===== config.mk =====
export PLATFORM = sky130hd
export DESIGN_NAME = tournament_predictor
export DESIGN_NICKNAME = d
export VERILOG_FILES = /design/src/bp_pkg.sv /design/src/bp_update_if.sv /design/src/bimodal_predictor.sv /design/src/gshare_predictor.sv /design/src/tournament_chooser.sv /design/src/tournament_predictor.sv
export SDC_FILE = /design/constraint.sdc
export NUM_CORES = 1
export LEC_CHECK = 0
export ABC_AREA = 1
export BUFFER_PORTS_ARGS = -buffer_cell sky130_fd_sc_hd__buf_4
export CORE_MARGIN = 4
export CORE_UTILIZATION = 61
export DETAILED_ROUTE_END_ITERATION = 10
export GPL_TIMING_DRIVEN = 0
export HOLD_SLACK_MARGIN = 0.08
export PLACE_DENSITY = 0.81
export SETUP_SLACK_MARGIN = 0.2
export SLEW_MARGIN = 20
export SYNTH_ARGS = -nofsm -noshare
export SYNTH_HDL_FRONTEND = slang
export SYNTH_SLANG_ARGS = --single-unit

===== constraint.sdc =====
create_clock -name clk -period 4 [get_ports clk]
set_clock_uncertainty 0.2 [all_clocks]
set_input_delay 1 -clock clk [delete_from_list [all_inputs] [get_ports clk]]
set_output_delay 1 -clock clk [all_outputs]
set_load 0.05 [all_outputs]

===== src/bp_pkg.sv =====
package bp_pkg;

   // ------------------------------
   // Direction counter, upper bit means taken
   typedef enum logic [1:0] {
      STRONG_NT = 2'b00,
      WEAK_NT   = 2'b01,
      WEAK_T    = 2'b10,
      STRONG_T  = 2'b11
   } ctr_state_e;

   // Chooser counter, upper bit selects gshare
   typedef enum logic [1:0] {
      STRONG_BIMODAL = 2'b00,
      WEAK_BIMODAL   = 2'b01,
      WEAK_GSHARE    = 2'b10,
      STRONG_GSHARE  = 2'b11
   } chooser_state_e;

   // Word aligned instructions, low two PC bits skipped
   localparam int PC_IDX_LSB = 2;

   // ------------------------------
   // Metadata word layout
   localparam int META_SEL_BIT = 0;
   localparam int META_BIM_BIT = 1;
   localparam int META_GSH_BIT = 2;
   localparam int META_GHR_LSB = 3;

   // One saturating step of a direction counter toward the outcome
   function automatic ctr_state_e ctr_step(input ctr_state_e s, input logic taken);
      case (s)
         STRONG_NT: return taken ? WEAK_NT  : STRONG_NT;
         WEAK_NT:   return taken ? WEAK_T   : STRONG_NT;
         WEAK_T:    return taken ? STRONG_T : WEAK_NT;
         default:   return taken ? STRONG_T : WEAK_T;
      endcase
   endfunction

endpackage


===== src/bp_update_if.sv =====
`timescale 1ns/1ps

// One resolved conditional branch, fanned out to all predictor parts
interface bp_update_if #(
      parameter int ADDR_WIDTH = 32,
      parameter int ENTRIES    = 32
   );

   localparam int INDEX_WIDTH = $clog2(ENTRIES);

   // Single cycle strobe per resolved branch
   logic                   valid;
   logic [ADDR_WIDTH-1:0]  pc;
   // Real outcome, not a mispredict flag
   logic                   taken;
   // Metadata returned from predict time
   logic [INDEX_WIDTH+2:0] meta;

   // Driver side, top level
   modport src (
      output valid, pc, taken, meta
   );

   // Readers, the three predictor parts
   modport sink (
      input valid, pc, taken, meta
   );

endinterface


===== src/bimodal_predictor.sv =====
`timescale 1ns/1ps

module bimodal_predictor import bp_pkg::*; #(
      parameter int ENTRIES    = 32,
      parameter int ADDR_WIDTH = 32
   )(
      input  logic            clk,
      input  logic            reset,
      input  logic [ADDR_WIDTH-1:0] predict_pc_i,
      input  logic            predict_branch_i,
      bp_update_if.sink       upd,
      output logic            bimodal_taken_o
   );

   localparam int INDEX_WIDTH = $clog2(ENTRIES);

   // PC indexed counter table
   ctr_state_e bht [ENTRIES];

   logic [INDEX_WIDTH-1:0] pred_idx;
   logic [INDEX_WIDTH-1:0] upd_idx;

   // ------------------------------
   // Index extraction
   assign pred_idx = predict_pc_i[PC_IDX_LSB +: INDEX_WIDTH];
   assign upd_idx  = upd.pc[PC_IDX_LSB +: INDEX_WIDTH];

   // Taken when counter upper bit set
   assign bimodal_taken_o = predict_branch_i & bht[pred_idx][1];

   // ------------------------------
   // Training, one entry per resolved branch
   always_ff @(posedge clk or negedge reset) begin
      if (!reset) begin
         for (int i = 0; i < ENTRIES; i++) begin
            bht[i] <= WEAK_NT;
         end
      end else if (upd.valid) begin
         // Saturating step toward real outcome
         bht[upd_idx] <= ctr_step(bht[upd_idx], upd.taken);
      end
   end

   // An unknown PC would corrupt an arbitrary entry
   assert property (@(posedge clk) disable iff (!reset)
      upd.valid |-> !$isunknown(upd.pc))
      else $error("bimodal: unknown update PC");

endmodule


===== src/gshare_predictor.sv =====
`timescale 1ns/1ps

module gshare_predictor import bp_pkg::*; #(
      parameter int ENTRIES    = 32,
      parameter int ADDR_WIDTH = 32
   )(
      input  logic            clk,
      input  logic            reset,
      input  logic [ADDR_WIDTH-1:0] predict_pc_i,
      input  logic            predict_branch_i,
      // Final tournament prediction, shifted into the history
      input  logic            final_taken_i,
      bp_update_if.sink       upd,
      output logic            gshare_taken_o,
      output logic [$clog2(ENTRIES)-1:0] ghr_o
   );

   localparam int INDEX_WIDTH = $clog2(ENTRIES);

   // Global history and pattern table
   logic [INDEX_WIDTH-1:0] ghr;
   ctr_state_e             pht [ENTRIES];

   // ------------------------------
   // Predict side
   logic [INDEX_WIDTH-1:0] pred_idx;

   // PC index hashed with current history
   assign pred_idx = predict_pc_i[PC_IDX_LSB +: INDEX_WIDTH] ^ ghr;

   // Upper counter bit, zero for non branches
   assign gshare_taken_o = predict_branch_i & pht[pred_idx][1];

   // History before this branch goes out in meta
   assign ghr_o = ghr;

   // ------------------------------
   // Update side decode
   logic [INDEX_WIDTH-1:0] upd_ghr;
   logic [INDEX_WIDTH-1:0] upd_idx;
   logic                   upd_final;
   logic                   restore;

   // History as it was when the branch was predicted
   assign upd_ghr = upd.meta[META_GHR_LSB +: INDEX_WIDTH];

   // Rebuild the same index used at predict time
   assign upd_idx = upd.pc[PC_IDX_LSB +: INDEX_WIDTH] ^ upd_ghr;

   // Final prediction the front end acted on
   assign upd_final = upd.meta[META_SEL_BIT] ? upd.meta[META_GSH_BIT]
                                             : upd.meta[META_BIM_BIT];

   // Wrong final prediction means speculative history is bad
   assign restore = upd.valid & (upd_final != upd.taken);

   // ------------------------------
   // History register
   always_ff @(posedge clk or negedge reset) begin
      if (!reset) begin
         ghr <= '0;
      end else if (restore) begin
         // Repair wins over a same cycle speculative shift
         ghr <= {upd_ghr[INDEX_WIDTH-2:0], upd.taken};
      end else if (predict_branch_i) begin
         ghr <= {ghr[INDEX_WIDTH-2:0], final_taken_i};
      end
   end

   // Pattern table training on every resolved branch
   always_ff @(posedge clk or negedge reset) begin
      if (!reset) begin
         for (int i = 0; i < ENTRIES; i++) begin
            pht[i] <= WEAK_NT;
         end
      end else if (upd.valid) begin
         pht[upd_idx] <= ctr_step(pht[upd_idx], upd.taken);
      end
   end

   // ------------------------------
   // Checks
   // Returned history must be clean or the index rebuild is garbage
   assert property (@(posedge clk) disable iff (!reset)
      upd.valid |-> !$isunknown(upd.meta[META_GHR_LSB +: INDEX_WIDTH]))
      else $error("gshare: unknown history in update meta");

   // History stays known across shifts and restores
   assert property (@(posedge clk) disable iff (!reset)
      !$isunknown(ghr))
      else $error("gshare: global history went unknown");

endmodule


===== src/tournament_chooser.sv =====
`timescale 1ns/1ps

module tournament_chooser import bp_pkg::*; #(
      parameter int ENTRIES    = 32,
      parameter int ADDR_WIDTH = 32
   )(
      input  logic            clk,
      input  logic            reset,
      input  logic [ADDR_WIDTH-1:0] predict_pc_i,
      input  logic            predict_branch_i,
      input  logic            gshare_taken_i,
      input  logic            bimodal_taken_i,
      input  logic [$clog2(ENTRIES)-1:0] ghr_i,
      bp_update_if.sink       upd,
      output logic            branch_taken_o,
      output logic [$clog2(ENTRIES)+2:0] meta_o
   );

   localparam int INDEX_WIDTH = $clog2(ENTRIES);

   // Chooser counters
   chooser_state_e chooser_table [ENTRIES];

   // Step one position toward gshare or toward bimodal
   function automatic chooser_state_e chooser_step(input chooser_state_e s,
                                                   input logic to_gshare);
      case (s)
         STRONG_BIMODAL: return to_gshare ? WEAK_BIMODAL  : STRONG_BIMODAL;
         WEAK_BIMODAL:   return to_gshare ? WEAK_GSHARE   : STRONG_BIMODAL;
         WEAK_GSHARE:    return to_gshare ? STRONG_GSHARE : WEAK_BIMODAL;
         default:        return to_gshare ? STRONG_GSHARE : WEAK_GSHARE;
      endcase
   endfunction

   // ------------------------------
   // Predict side
   logic [INDEX_WIDTH-1:0] pred_idx;
   logic                   sel;

   assign pred_idx = predict_pc_i[PC_IDX_LSB +: INDEX_WIDTH];

   // 1 picks gshare, 0 picks bimodal
   assign sel = chooser_table[pred_idx][1];

   assign branch_taken_o = predict_branch_i & (sel ? gshare_taken_i : bimodal_taken_i);

   // Pack everything the update path needs later
   always_comb begin
      meta_o                                = '0;
      meta_o[META_GHR_LSB +: INDEX_WIDTH]   = ghr_i;
      meta_o[META_GSH_BIT]                  = gshare_taken_i;
      meta_o[META_BIM_BIT]                  = bimodal_taken_i;
      meta_o[META_SEL_BIT]                  = sel;
   end

   // ------------------------------
   // Update side
   logic [INDEX_WIDTH-1:0] upd_idx;
   logic                   disagree;
   logic                   gsh_right;
   logic                   train_en;
   chooser_state_e         chooser_cur;
   chooser_state_e         chooser_next;

   assign upd_idx   = upd.pc[PC_IDX_LSB +: INDEX_WIDTH];
   assign disagree  = upd.meta[META_GSH_BIT] != upd.meta[META_BIM_BIT];
   // With a disagreement exactly one side matched
   assign gsh_right = upd.meta[META_GSH_BIT] == upd.taken;

   // Only disagreements teach the chooser anything
   assign train_en     = upd.valid & disagree;
   assign chooser_cur  = chooser_table[upd_idx];
   assign chooser_next = chooser_step(chooser_cur, gsh_right);

   always_ff @(posedge clk or negedge reset) begin
      if (!reset) begin
         for (int i = 0; i < ENTRIES; i++) begin
            chooser_table[i] <= WEAK_BIMODAL;
         end
      end else if (train_en) begin
         chooser_table[upd_idx] <= chooser_next;
      end
   end

   // Written value only moves toward the side that matched, so it never wraps
   assert property (@(posedge clk) disable iff (!reset)
      train_en |-> (gsh_right ? (chooser_next >= chooser_cur)
                              : (chooser_next <= chooser_cur)))
      else $error("chooser: counter stepped past saturation");

endmodule


===== src/tournament_predictor.sv =====
`timescale 1ns/1ps

module tournament_predictor #(
      parameter  int ENTRIES     = 32,
      parameter  int ADDR_WIDTH  = 32,
      localparam int INDEX_WIDTH = $clog2(ENTRIES)
   )(
      input  logic                   clk,
      input  logic                   reset,

      // ------------------------------
      // Predict port
      input  logic [ADDR_WIDTH-1:0]  predict_pc_i,
      input  logic                   predict_branch_i,
      output logic                   branch_taken_o,
      output logic [INDEX_WIDTH+2:0] meta_o,

      // ------------------------------
      // Resolve port
      input  logic                   update_valid_i,
      input  logic [ADDR_WIDTH-1:0]  update_pc_i,
      input  logic                   update_taken_i,
      input  logic [INDEX_WIDTH+2:0] update_meta_i
   );

   // Component predictions and history into the chooser
   logic                   gshare_taken;
   logic                   bimodal_taken;
   logic [INDEX_WIDTH-1:0] ghr;

   // Shared resolve bus
   bp_update_if #(.ADDR_WIDTH(ADDR_WIDTH), .ENTRIES(ENTRIES)) upd_if ();

   assign upd_if.valid = update_valid_i;
   assign upd_if.pc    = update_pc_i;
   assign upd_if.taken = update_taken_i;
   assign upd_if.meta  = update_meta_i;

   // History fed back from the final prediction
   gshare_predictor #(.ENTRIES(ENTRIES), .ADDR_WIDTH(ADDR_WIDTH)) gshare_i (
      .clk              (clk),
      .reset            (reset),
      .predict_pc_i     (predict_pc_i),
      .predict_branch_i (predict_branch_i),
      .final_taken_i    (branch_taken_o),
      .upd              (upd_if),
      .gshare_taken_o   (gshare_taken),
      .ghr_o            (ghr)
   );

   bimodal_predictor #(.ENTRIES(ENTRIES), .ADDR_WIDTH(ADDR_WIDTH)) bimodal_i (
      .clk              (clk),
      .reset            (reset),
      .predict_pc_i     (predict_pc_i),
      .predict_branch_i (predict_branch_i),
      .upd              (upd_if),
      .bimodal_taken_o  (bimodal_taken)
   );

   // Final select and meta packing
   tournament_chooser #(.ENTRIES(ENTRIES), .ADDR_WIDTH(ADDR_WIDTH)) chooser_i (
      .clk              (clk),
      .reset            (reset),
      .predict_pc_i     (predict_pc_i),
      .predict_branch_i (predict_branch_i),
      .gshare_taken_i   (gshare_taken),
      .bimodal_taken_i  (bimodal_taken),
      .ghr_i            (ghr),
      .upd              (upd_if),
      .branch_taken_o   (branch_taken_o),
      .meta_o           (meta_o)
   );

endmodule


==> run metrics <==
Worst Path Required 2800 ps; crit share post-route 94.50%; Worst-Margin Slew about 760 ps; final setup violation count 0; Worst R2R Start chooser_i.chooser_table[25]; fin nets 1814; H-tree Lvls 4; DRC errors left 0; Max Cap Violations 0; Avg Cell Area, Syn 6.807 µm²; clk slew on worst S/H paths 80 ps; CTS Hold Bufs 0; vias in the first global route around 11000; Setup WS pre-CTS -516.7 ps; Min Hold Slack 248.0 ps; first-pass GRT wire length 60350 µm; RSZ-0062 raised after global routing no; Inserted Clock Buffers 17; die span in y 145.0 µm; slowest library cell on the worst path clkbuf_4; max incr delay on CP 280 ps; clk_lat worst skew 460 ps; Mapped Nets ~1800; Top Ports 86; final WL around 39000 µm; Synth Register Bits 197; DR vias/cell 6.053; Synth Warn # 0; total gr overflow 0; Post-Syn Instances roughly 1700; critical-path maximum fanout 9; Antenna Cells 0; Critical R2R Capture chooser_i.chooser_table[23]; class of the worst hold path input pin to async pin; via count 11980; count of flip-flops with a built-in enable after synthesis 0; critical path arrival 2580 ps; Pre-Repair DR Iteration Count 7; Area growth syn-to-layout 12.96%; P_leak 6.468 nW; 1st-iter DRT viols 1746; die width 145.0 µm; wire length per cell 19.67 µm; crit path launch type input pin; CTS root buf clkbuf_16; Tot GR Track Use 36.44%; fin worst setup slack around 220 ps; r2r setup slk approximately 1800 ps; CTS Sinks 197; Cell Rows 49; Most used DFF post-synth dfrtp_1; Worst VDD drop 373.8 µV; Netlist Area Pre-Place 11440 µm²; Final Critical Period 3780 ps; CTS tree done; largest net degree at the start of global routing 72; Pwr per Cell Area 484.2 nW/µm²; Starting Density 62.84%; CP Capture Type primary output; GP Congestion around 1.0; Core Area roughly 18000 µm²; sequential share of the synthesized area 44.13%; Fillers between 1000 and 1500; deepest clock path buffer count 2; Die Footprint 21010 µm²; Async SR Flop Fraction 100.0%; max_slew headroom 49.13%; critical path class input pin to primary output; Max Fclk between 0.2 and 0.3 GHz; critical path cell sequence clkbuf_4 -> clkinv_2 -> o211ai_1 -> nand2_1 -> nand3_1 -> nand3_2 -> nand2_2 -> and2_4 -> buf_8; hpwl dp about 27000 µm; Yosys cell types 29; status finished, final reports clean; worst reg2reg path depth 11; initial antenna violation count 1; ANT nets after route 0; I/O Buffers 26; endpoints failing hold 0; layout cells sized above 1 14.86%; final slew viol count 0; Core Util, Final 70.98%
## layer usage
metal / vias to the layer above / part of all wire, % / track usage, %
met3: 157 / 14 / 10.51
li1: 5412 / - / -
met2: 827 / 42 / 52.02
met4: 2 / 4.4 / 15.01
met5: - / 0.028 / 0
met1: 5580 / 40 / 52.39
## timing repair
action	CTS	global route
gates cloned	0	0
endpoints found under the hold margin	0	0
resized for setup	45	35
pin swaps	3	8
endpoints found under the setup margin	4	3
buffers inserted	1	8
## worst max-delay path by stage
stage	from	end	slack [ps]
2_1_floorplan	predict_pc_i[3]	branch_taken_o	200
3_3_place_gp	predict_pc_i[3]	branch_taken_o	-500
3_5_place_dp	predict_pc_i[3]	branch_taken_o	-520
4_1_cts	predict_pc_i[2]	branch_taken_o	200
5_1_grt	predict_pc_i[3]	branch_taken_o	160
6_report	predict_pc_i[4]	branch_taken_o	220
## cell type report
| cell class | instances | area (µm²) | area share, % |
|---|---|---|---|
| Tap cell | 229 | 286.5 | 2.217 |
| Buffer | 69 | 445.4 | 3.446 |
| Clock buffer | 17 | 425.4 | 3.291 |
| Timing Repair Buffer | 37 | 349.1 | 2.701 |
| Sequential cell | 197 | 5051 | 39.08 |
| Clock inverter | 15 | 157.7 | 1.220 |
| Inverter | 163 | 629.4 | 4.869 |
| Multi-Input combinational cell | 1252 | 5580 | 43.18 |
## cell usage in the layout (no fill, tap or decap), types with 6 or more instances in the layout
cell and count:
nand2_1 764, nand3_1 190, inv_1 154, nor2_1 134, dfrtp_1 100, dfstp_2 96
a22oi_1 64, buf_4 40, buf_2 38, o21ai_0 21, clkbuf_16 18, nor3_1 18
o211ai_1 12, nand2_2 6, inv_2 6, buf_1 6
## report_power, final
part           internal (W)  switching (W)
Clock              0.000888       0.000875
Combinational      0.000545        0.00107
Sequential          0.00256       0.000324
## synth_stat cells, types with 3 or more instances
cell type / count / share of area (%)
buf_2: 40 / 1.7
a22oi_1: 64 / 4.2
a21oi_1: 5 / 0.22
xor2_1: 3 / 0.23
buf_4: 7 / 0.46
o211ai_1: 12 / 0.79
xnor2_2: 3 / 0.43
o21ai_0: 24 / 1.0
nor3_1: 18 / 0.79
nand2_1: 771 / 25
inv_1: 155 / 5.1
nor2_2: 4 / 0.22
nand3_1: 193 / 8.4
o221ai_1: 5 / 0.38
clkbuf_1: 16 / 0.52
buf_1: 6 / 0.20
dfstp_2: 96 / 22
nor2_1: 134 / 4.4
xnor2_1: 6 / 0.46
inv_2: 6 / 0.20
dfrtp_1: 101 / 22
## logic make-up (layout without fill, tap and decap cells)
| family | Yosys count | after routing | share of synthesized area, % |
|---|---|---|---|
| simple gates | 1127 | 1127 | 39.63 |
| buf+inv | 232 | 301 | 8.278 |
| flops | 197 | 197 | 44.13 |
| compound gates | 112 | 112 | 6.747 |
| xor+xnor | 12 | 12 | 1.115 |
| mux | 1 | 1 | 0.09841 |
## sequential cells by signal, indices dropped and copies added (netlist names)
signal and count:
bimodal_i.bht 64, gshare_i.ghr_o 5, gshare_i.pht 64, chooser_i.chooser_table 64
## metrics by stage
step                cell area (µm²)  total power (W)  cells  TNS [ps]
floorplan                     11450         0.003808   1681         0
detailed placement            11990         0.004370   1938     -1553
global route                  12920         0.006526   1979         0
CTS                           12750         0.006151   1971         0
finish                        12920         0.006258   1979         0
global placement              11930         0.004325   1936     -1460
## critical path, delay by kind of cell
kind            cells  cell delay (ps)
compound gates      1              190
buf+inv             3              690
simple gates        5              700
(Power assumes the default switching activity.)
